==> src/logic/commit_pkg.sv <==
//////////////////////////////////////////////////
// Commit package
// Shared widths, exception cause codes, the mcause
// layout and default parameters for the commit end.
//////////////////////////////////////////////////
package commit_pkg;

  // Data and address width of the core.
  localparam int XLEN = 32;

  // PCs, memory addresses and trap register contents.
  typedef logic [XLEN-1:0] word_t;

  // Exception codes as written into the mcause cause field.
  typedef enum logic [30:0] {
    CAUSE_MAL_INSN   = 31'd0,
    CAUSE_ILLEGAL    = 31'd2,
    CAUSE_BREAKPOINT = 31'd3,
    CAUSE_MAL_LOAD   = 31'd4,
    CAUSE_MAL_STORE  = 31'd6,
    CAUSE_ECALL_M    = 31'd11
  } cause_code_t;

  // The external interrupt shares code 11 with ecall from M-mode.
  // The two are told apart by the interrupt flag in mcause.
  localparam cause_code_t CAUSE_EXT_INTR = CAUSE_ECALL_M;

  // mcause is seen as a raw CSR word or as flag plus code.
  typedef union packed {
    word_t raw;
    struct packed {
      logic        interrupt;
      cause_code_t code;
    } f;
  } mcause_t;

  // Fixed trap entry address.
  localparam word_t TRAP_VECTOR_DEFAULT = 32'h0000_0100;

  // Branch history table depth, a power of two.
  localparam int BHT_ENTRIES_DEFAULT = 16;

endpackage
==> src/logic/commit_subsystem.sv <==
//////////////////////////////////////////////////
// Commit subsystem
// Connects the commit register, commit stage, trap
// unit and branch history table.
//////////////////////////////////////////////////
module commit_subsystem import commit_pkg::*; #(
  parameter word_t TRAP_VECTOR = TRAP_VECTOR_DEFAULT,
  parameter int    BHT_ENTRIES = BHT_ENTRIES_DEFAULT
) (
  input  logic  CLK, nRST,
  input  logic  ex_valid,
  input  word_t ex_pc, ex_mem_addr,
  input  logic  ex_dren, ex_dwen, ex_mal_addr,
  input  logic  ex_illegal_insn, ex_invalid_csr, ex_mal_insn,
  input  logic  ex_breakpoint, ex_ecall, ex_ret,
  input  logic  ex_jump,
  input  word_t ex_jump_addr,
  input  logic  ex_branch,
  input  word_t ex_br_addr,
  input  logic  ex_branch_taken, ex_prediction,
  input  logic  intr_pending, halt, pc_en,
  input  word_t fetch_pc,
  output logic  trap, mret_taken, redirect,
  output word_t redirect_pc, mepc, mcause, mtval,
  output logic  mispredict,
  output logic  predict_taken
);

  // Instruction as seen by the commit stage.
  logic  c_valid;
  word_t c_pc, c_mem_addr;
  logic  c_dren, c_dwen, c_mal_addr;
  logic  c_illegal_insn, c_invalid_csr, c_mal_insn;
  logic  c_breakpoint, c_ecall, c_ret;
  logic  c_jump;
  word_t c_jump_addr;
  logic  c_branch;
  word_t c_br_addr;
  logic  c_branch_taken, c_prediction;

  // Commit to trap unit strobes and addresses.
  logic  flush, intr_taken, retire;
  logic  mal_insn_req, illegal_req, break_req, ecall_req, ret_req;
  logic  mal_load_req, mal_store_req;
  word_t bad_addr_i, bad_addr_d, epc;

  // Predictor training from commit.
  logic  bht_update, bht_taken;
  word_t bht_addr;

  // mcause leaves the subsystem as a plain CSR word.
  mcause_t mcause_q;

  // All blocks share port names with the wires above.
  execute_commit_reg reg_i (.*);

  commit_stage stage_i (.*);

  trap_unit #(.TRAP_VECTOR(TRAP_VECTOR)) trap_i (.*, .mcause(mcause_q));

  branch_history_table #(.BHT_ENTRIES(BHT_ENTRIES)) bht_i (.*);

  assign mcause = mcause_q.raw;

endmodule

==> src/logic/branch_history_table.sv <==
//////////////////////////////////////////////////
// Branch history table
// Two-bit saturating counters indexed by word PC,
// trained at commit and read by fetch.
//////////////////////////////////////////////////
module branch_history_table import commit_pkg::*; #(
  parameter int BHT_ENTRIES = BHT_ENTRIES_DEFAULT
) (
  input  logic  CLK, nRST,
  input  logic  bht_update,
  input  word_t bht_addr,
  input  logic  bht_taken,
  input  word_t fetch_pc,
  output logic  predict_taken
);

  localparam int IDX_W = $clog2(BHT_ENTRIES);

  logic [1:0]       counters [BHT_ENTRIES];
  logic [IDX_W-1:0] upd_idx;
  logic [IDX_W-1:0] fetch_idx;
  logic [1:0]       upd_cnt;

  // The two low PC bits are always zero for aligned code.
  assign upd_idx   = bht_addr[IDX_W+1:2];
  assign fetch_idx = fetch_pc[IDX_W+1:2];
  assign upd_cnt   = counters[upd_idx];

  // Counter training.
  // Every entry starts weakly not-taken and saturates at 0 and 3.
  always_ff @(posedge CLK, negedge nRST) begin
    if (!nRST) begin
      for (int i = 0; i < BHT_ENTRIES; i++) begin
        counters[i] <= 2'b01;
      end
    end else if (bht_update) begin
      if (bht_taken && (upd_cnt != 2'b11)) begin
        counters[upd_idx] <= upd_cnt + 2'd1;
      end else if (!bht_taken && (upd_cnt != 2'b00)) begin
        counters[upd_idx] <= upd_cnt - 2'd1;
      end
    end
  end

  // Fetch predicts taken when the counter is in the upper half.
  assign predict_taken = counters[fetch_idx][1];

endmodule

==> src/logic/trap_unit.sv <==
//////////////////////////////////////////////////
// Trap unit
// Picks the winning cause, writes mepc, mcause and
// mtval, and redirects fetch on trap entry or mret.
//////////////////////////////////////////////////
module trap_unit import commit_pkg::*; #(
  parameter word_t TRAP_VECTOR = TRAP_VECTOR_DEFAULT
) (
  input  logic    CLK, nRST,
  input  logic    intr_taken,
  input  logic    mal_insn_req, illegal_req, break_req, ecall_req, ret_req,
  input  logic    mal_load_req, mal_store_req,
  input  word_t   bad_addr_i, bad_addr_d, epc,
  output logic    flush, trap, mret_taken, redirect,
  output word_t   redirect_pc, mepc,
  output mcause_t mcause,
  output word_t   mtval
);

  logic    take_trap;
  mcause_t next_cause;
  word_t   next_tval;

  // Any request strobe enters the trap handler.
  assign take_trap = intr_taken | mal_insn_req | illegal_req | break_req |
                     ecall_req | mal_load_req | mal_store_req;

  // Both trap entry and mret squash the instruction behind commit.
  assign flush = take_trap | ret_req;

  // Causes are resolved by priority with the interrupt first.
  // mtval carries the faulting address for misaligned fetch and data only.
  always_comb begin
    next_cause.raw = '0;
    next_tval      = '0;
    if (intr_taken) begin
      next_cause.f.interrupt = 1'b1;
      next_cause.f.code      = CAUSE_EXT_INTR;
    end else if (mal_insn_req) begin
      next_cause.f.code = CAUSE_MAL_INSN;
      next_tval         = bad_addr_i;
    end else if (illegal_req) begin
      next_cause.f.code = CAUSE_ILLEGAL;
    end else if (break_req) begin
      next_cause.f.code = CAUSE_BREAKPOINT;
    end else if (ecall_req) begin
      next_cause.f.code = CAUSE_ECALL_M;
    end else if (mal_load_req) begin
      next_cause.f.code = CAUSE_MAL_LOAD;
      next_tval         = bad_addr_d;
    end else if (mal_store_req) begin
      next_cause.f.code = CAUSE_MAL_STORE;
      next_tval         = bad_addr_d;
    end
  end

  // Trap registers and the one-cycle redirect pulses.
  // An mret that also raised an exception traps instead.
  always_ff @(posedge CLK, negedge nRST) begin
    if (!nRST) begin
      trap       <= 1'b0;
      mret_taken <= 1'b0;
      redirect   <= 1'b0;
      mepc       <= '0;
      mcause     <= '0;
      mtval      <= '0;
    end else begin
      trap       <= take_trap;
      mret_taken <= ret_req & ~take_trap;
      redirect   <= flush;
      if (take_trap) begin
        mepc   <= epc;
        mcause <= next_cause;
        mtval  <= next_tval;
      end
    end
  end

  // Trap entry jumps to the vector, mret returns to mepc.
  assign redirect_pc = trap ? TRAP_VECTOR : mepc;

endmodule

==> src/logic/commit_stage.sv <==
//////////////////////////////////////////////////
// Commit stage
// Turns the committing instruction's flags into
// exception requests, tracks the last valid PC and
// trains the branch predictor.
//////////////////////////////////////////////////
module commit_stage import commit_pkg::*; (
  input  logic  CLK, nRST,
  input  logic  halt, pc_en, intr_pending,
  input  logic  c_valid,
  input  word_t c_pc, c_mem_addr,
  input  logic  c_dren, c_dwen, c_mal_addr,
  input  logic  c_illegal_insn, c_invalid_csr, c_mal_insn,
  input  logic  c_breakpoint, c_ecall, c_ret,
  input  logic  c_jump,
  input  word_t c_jump_addr,
  input  logic  c_branch,
  input  word_t c_br_addr,
  input  logic  c_branch_taken, c_prediction,
  output logic  intr_taken, retire,
  output logic  mal_insn_req, illegal_req, break_req, ecall_req, ret_req,
  output logic  mal_load_req, mal_store_req,
  output word_t bad_addr_i, bad_addr_d, epc,
  output logic  bht_update,
  output word_t bht_addr,
  output logic  bht_taken, mispredict
);

  logic  mis_jump_addr;
  logic  mis_br_addr;
  word_t latest_valid_pc;

  // An interrupt is taken whenever the pipeline moves.
  // It blocks the retire of the instruction sitting in commit.
  assign intr_taken = intr_pending & pc_en;
  assign retire     = c_valid & pc_en & ~intr_pending;

  // Control transfer targets must be word aligned.
  assign mis_jump_addr = c_jump & (c_jump_addr[1:0] != 2'b00);
  assign mis_br_addr   = c_branch & (c_br_addr[1:0] != 2'b00);

  // Exception requests, each valid only for a retiring instruction.
  assign mal_insn_req  = retire & (c_mal_insn | mis_jump_addr | mis_br_addr);
  assign illegal_req   = retire & (c_illegal_insn | c_invalid_csr);
  assign break_req     = retire & c_breakpoint;
  assign ecall_req     = retire & c_ecall;
  assign ret_req       = retire & c_ret;
  assign mal_load_req  = retire & c_dren & c_mal_addr;
  assign mal_store_req = retire & c_dwen & c_mal_addr;

  // Faulting addresses for mtval.
  assign bad_addr_i = c_pc;
  assign bad_addr_d = c_mem_addr;

  // Return address for a trap.
  // Over a bubble the last PC that reached commit is used instead.
  assign epc = c_valid ? c_pc : latest_valid_pc;

  // The last valid PC seen in commit is cleared by halt.
  always_ff @(posedge CLK, negedge nRST) begin
    if (!nRST) begin
      latest_valid_pc <= '0;
    end else if (halt) begin
      latest_valid_pc <= '0;
    end else if (c_valid && pc_en) begin
      latest_valid_pc <= c_pc;
    end
  end

  // Predictor training on every retired branch.
  assign bht_update = c_branch & retire;
  assign bht_addr   = c_br_addr;
  assign bht_taken  = c_branch_taken;

  // Misprediction pulse in the retire cycle.
  assign mispredict = bht_update & (c_branch_taken != c_prediction);

endmodule

==> src/logic/execute_commit_reg.sv <==
//////////////////////////////////////////////////
// Execute to commit pipeline register
// Holds one finished instruction, stalls on pc_en
// and drops its valid bit on a flush.
//////////////////////////////////////////////////
module execute_commit_reg import commit_pkg::*; (
  input  logic  CLK, nRST,
  input  logic  pc_en, flush,
  input  logic  ex_valid,
  input  word_t ex_pc, ex_mem_addr,
  input  logic  ex_dren, ex_dwen, ex_mal_addr,
  input  logic  ex_illegal_insn, ex_invalid_csr, ex_mal_insn,
  input  logic  ex_breakpoint, ex_ecall, ex_ret,
  input  logic  ex_jump,
  input  word_t ex_jump_addr,
  input  logic  ex_branch,
  input  word_t ex_br_addr,
  input  logic  ex_branch_taken, ex_prediction,
  output logic  c_valid,
  output word_t c_pc, c_mem_addr,
  output logic  c_dren, c_dwen, c_mal_addr,
  output logic  c_illegal_insn, c_invalid_csr, c_mal_insn,
  output logic  c_breakpoint, c_ecall, c_ret,
  output logic  c_jump,
  output word_t c_jump_addr,
  output logic  c_branch,
  output word_t c_br_addr,
  output logic  c_branch_taken, c_prediction
);

  // Valid bit of the committing slot.
  // A flush wins over a capture and acts even during a stall.
  always_ff @(posedge CLK, negedge nRST) begin
    if (!nRST) begin
      c_valid <= 1'b0;
    end else if (flush) begin
      c_valid <= 1'b0;
    end else if (pc_en) begin
      c_valid <= ex_valid;
    end
  end

  // The instruction payload is captured whenever the pipeline moves.
  always_ff @(posedge CLK) begin
    if (pc_en) begin
      c_pc           <= ex_pc;
      c_mem_addr     <= ex_mem_addr;
      c_dren         <= ex_dren;
      c_dwen         <= ex_dwen;
      c_mal_addr     <= ex_mal_addr;
      c_illegal_insn <= ex_illegal_insn;
      c_invalid_csr  <= ex_invalid_csr;
      c_mal_insn     <= ex_mal_insn;
      c_breakpoint   <= ex_breakpoint;
      c_ecall        <= ex_ecall;
      c_ret          <= ex_ret;
      c_jump         <= ex_jump;
      c_jump_addr    <= ex_jump_addr;
      c_branch       <= ex_branch;
      c_br_addr      <= ex_br_addr;
      c_branch_taken <= ex_branch_taken;
      c_prediction   <= ex_prediction;
    end
  end

endmodule

==> config.mk <==
export PLATFORM = sky130hd
export DESIGN_NAME = commit_subsystem
export DESIGN_NICKNAME = d
export VERILOG_FILES = /design/src/logic/commit_pkg.sv /design/src/logic/commit_subsystem.sv /design/src/logic/branch_history_table.sv /design/src/logic/trap_unit.sv /design/src/logic/commit_stage.sv /design/src/logic/execute_commit_reg.sv
export SDC_FILE = /design/constraint.sdc
export NUM_CORES = 1
export LEC_CHECK = 0
export BUFFER_PORTS_ARGS = -buffer_cell sky130_fd_sc_hd__buf_2
export CAP_MARGIN = 20
export CELL_PAD_IN_SITES_DETAIL_PLACEMENT = 0
export CELL_PAD_IN_SITES_GLOBAL_PLACEMENT = 1
export CORE_UTILIZATION = 35
export CTS_BUF_LIST = sky130_fd_sc_hd__clkbuf_8
export DETAILED_ROUTE_END_ITERATION = 10
export HOLD_SLACK_MARGIN = 0.08
export PLACE_DENSITY_LB_ADDON = 0.1
export RECOVER_POWER = 50
export REMOVE_ABC_BUFFERS = 1
export SLEW_MARGIN = 40
export SYNTH_ARGS = -nofsm -noshare
export SYNTH_HDL_FRONTEND = slang
export SYNTH_SLANG_ARGS = --single-unit
==> constraint.sdc <==
create_clock -name CLK -period 5.6 [get_ports CLK]
set_input_delay 0.84 -clock CLK [delete_from_list [all_inputs] [get_ports CLK]]
set_output_delay 0.84 -clock CLK [all_outputs]
set_load 0.03 [all_outputs]
==> summary.md <==
| Metric | Value |
|---|---|
| Outcome | finished with violations |
| Failing checks | capacitance limit, slew limit |
| Final hold vios | 0 |
| Sequential cell area | 0.006002 sq mm |
| Period utilization | 71.81% |
| Routed length per placed instance | 19.29 um |
| Final wirelength | 24.83 mm |
| Yosys cell types | 48 |
| Synth area leader | dfrtp_1 |
| Hold-fix buffers, CTS | 0 |
| FF-to-FF setup slack | 1.92 ns |
| Crit path required time | 4.76 ns |
| Total power | 4.055 mW |
| Final Skew | 0.01403 ns |
| Final Max Tran Viols | 44 |
| Compound-Gate Fraction of Synth Area | 10.32% |
| Seq/Total Area, Yosys | 63.19% |
| Top_reg_cell synth | dfrtp_1 |
| Post-Synth Simple-Gate Area | 10.41% |
| Setup TNS Final | 0 ns |
| Setup bufs post-CTS | 0 |
| Fraction of layout instances using a drive strength above 1 | 36.53% |
| Crit path kind | in -> out |
| Post-synth ARST share | 61.71% |
| Iteration count of the initial detailed-routing pass | 4 |
| Worst Hold Depth | 1 |
| RR Startpoint | reg_i.c_br_addr[2]$_DFFE_PP_ |
| Die area | 0.02780 sq mm |
| DIE WIDTH | 166.7 um |
| Crit. End Element | output pin |
| Worst-path clk slew | 0.06 ns |
| Syn_area_per_cell | 13.39 sq um |
| Vias per inst | 5.048 |
| GP Congestion | 0.7709 |
| Combined area of the multi-input logic cells | 0.003112 sq mm |
| Crit path max-delay cell type | clkbuf_1 |
| CTS tree | built |
| Fmax | 248.7 MHz |
| Fin crit period | 4.021 ns |
| Layout Area Growth over Synthesis | 22.53% |
| Worst path arrival time | 3.18 ns |
| Critical path cell sequence | clkbuf_1 -> buf_6 -> and4b_1 -> and2_1 -> buf_2 |
| Hold Slack | 0.4776 ns |
| Slew Limit Headroom | -72.63% |
| Worst Path Max Fanout | 75 |
| Total leakage power | 5.288 nW |
| Max_cap viols | 1 |
| Number of synthesized flops with an enable pin | 85 |
| RR Endpoint | bht_i.counters[13]$_DFFE_PN0P_ |
| Max stage delay on crit path | 0.96 ns |
| PostCTS Resize Cnt | 0 |
| Area fraction of the dominant cell type after synthesis | 31.88% |
| DRC violations left | 0 |
| FF+latch count, synth | 222 |
| Hold Path End | reg_i.c_mem_addr[5]$_DFFE_PP_ |
| I/O pins | 312 |
| Synth Area in Adders | 0.2635% |
| Fillers | 2448 |
| Pwr per Cell Area | 348.5 mW/mm^2 |
| First-pass GRT wire length | 38.55 mm |
| Clk root buf | clkbuf_8 |
| Post-DP HPWL | 15.50 mm |
| Vias | 6497 |
| Final Setup Violations | 0 |
| CTS sink count | 222 |
| I/O Buffers | 200 |
| Layout Utilization | 44.15% |
| Worst setup SP type | input pin |
| Synthesis warning total | 0 |
| Worst R2R Path Depth | 9 |
| Hold Startpoint | ex_mem_addr[5] |
| Gr usage total | 17.99% |
| Vias in the first global route | 6756 |
| Nets | 1098 |
| DRT antenna net count | 0 |
| Initial DRC Count | 427 |
| Post-synthesis mux area share | 8.458% |
| Clk_lat worst skew | 0.53 ns |
| Starting density of the core | 36.03% |
| Leading post-synthesis cells by cell area | dfrtp_1 (32%), edfxtp_1 (27%), nand3_1 (5.5%) |
| Die H | 166.7 um |
| Slew @ Worst Pin | 2.589 ns |
| Max Buffers Root-to-Sink | 3 |
| H-tree level count | 2 |
| CTS Buf Count | 41 |
| Row cnt | 59 |
| HP Class | in -> reg |
| Post-Synth XOR/XNOR Area | 1.660% |
| Initial antenna violation count | 2 |
| GR Overflow Total | 0 |
| Total core area | 0.02635 sq mm |
| Worst VDD drop | 0.2231 mV |
| Netlist Area Pre-Place | 0.009497 sq mm |
| Post-Synthesis Cells | 709 |
| Largest net degree at the start of global routing | 105 |
| Largest family of logic cells by synthesized area | simple AND/OR/NAND/NOR gates |
| Unrepaired setup endpoints after global routing | false |
Yosys cell counts (2+ instances only):
library cell and number:
xnor2_1 10, a21oi_1 2, mux2_2 16, buf_4 27
a221o_1 4, mux4_2 13, o211ai_1 5, inv_1 34
nor2_1 7, nand3b_1 2, edfxtp_1 85, a22o_1 34
clkbuf_2 2, nor2b_1 39, buf_6 3, dfstp_2 16
o21ai_0 33, nand4_1 2, and4b_1 2, mux2i_1 33
nand3_1 104, or2_2 2, o21a_1 4, ha_1 2
and2_1 5, xor2_1 8, o211ai_2 27, buf_2 2
clkbuf_1 39, nor3_1 4, nand2_1 6, dfrtp_1 121
routing by layer:
metal  GRT usage, %  part of all wire (%)
met1          23.00                    43
met4          5.556                   1.9
met2          30.62                    50
met3          3.731                   5.4
met5              0                     0
cell families after synthesis:
group | Yosys count
adder cells (fa/ha/maj) | 2
buffers and inverters | 109
AND/OR/NAND/NOR | 181
flip-flops | 222
XOR/XNOR | 18
multiplexers | 62
other | 1
AO/OA/AOI/OAI | 114
how the worst max path moves through the flow:
| stage | start | endpoint | slack (ns) |
|---|---|---|---|
| 3_3_place_gp | reg_i.c_br_addr[2]$_DFFE_PP_ | bht_i.counters[13]$_DFFE_PN0P_ | 1.88 |
| 6_report | pc_en | mispredict | 1.58 |
| 2_1_floorplan | reg_i.c_valid$_DFFE_PN0P_ | trap_i.mtval[0]$_DFFE_PN0P_ | 1.58 |
| 4_1_cts | reg_i.c_br_addr[2]$_DFFE_PP_ | bht_i.counters[13]$_DFFE_PN0P_ | 1.86 |
| 3_5_place_dp | reg_i.c_br_addr[2]$_DFFE_PP_ | bht_i.counters[13]$_DFFE_PN0P_ | 1.86 |
| 5_1_grt | pc_en | mispredict | 1.34 |
worst max-delay path: cells and delay by family:
family	cells	cell delay (ns)
buf+inv	3	1.79
simple gates	2	0.52
stage by stage:
step | instances | cell area (sq um) | worst slack [ns]
2_1_floorplan | 661 | 9188 | 1.578
3_3_place_gp | 1205 | 10720 | 1.882
3_5_place_dp | 1208 | 10810 | 1.857
4_1_cts | 1284 | 11620 | 1.858
5_1_grt | 1286 | 11630 | 1.336
6_report | 1287 | 11640 | 1.579
layout make-up:
type,instances,area share [%]
sequential,222,51.58
multi-input combinational,404,26.74
timing repair buffer,213,9.946
clock buffer,51,6.032
tap,335,3.602
inverter,35,1.151
clock inverter,25,0.9032
antenna,2,0.04301
power breakdown:
| part | total, mW | internal [mW] | switching [mW] |
|---|---|---|---|
| clock | 1.49 | 0.821 | 0.670 |
| sequential | 1.94 | 1.84 | 0.0996 |
| combinational | 0.628 | 0.198 | 0.430 |
state kept, by name (all words and copies together), names as in the netlist, 2 cells and up, named ones only:
| signal | count |
|---|---|
| trap_i.mepc | 32 |
| trap_i.mtval | 32 |
| reg_i.c_jump_addr | 2 |
| stage_i.latest_valid_pc | 32 |
| trap_i.mcause | 5 |
| reg_i.c_mem_addr | 32 |
| reg_i.c_pc | 32 |
| bht_i.counters | 16 |
| reg_i.c_br_addr | 6 |
cells in the final DEF (no fill, tap or decap), drive strengths merged, types with 13 or more instances in the layout:
master,synthesis,final
nor2b,39,39
clkbuf,41,61
conb,1,27
o21ai,33,33
nand3,104,104
buf,33,203
mux4,13,13
o211ai,32,32
mux2,16,16
inv,35,47
dfrtp,121,121
mux2i,33,33
edfxtp,85,85
dfstp,16,16
a22o,34,34
(Power assumes the default switching activity.)
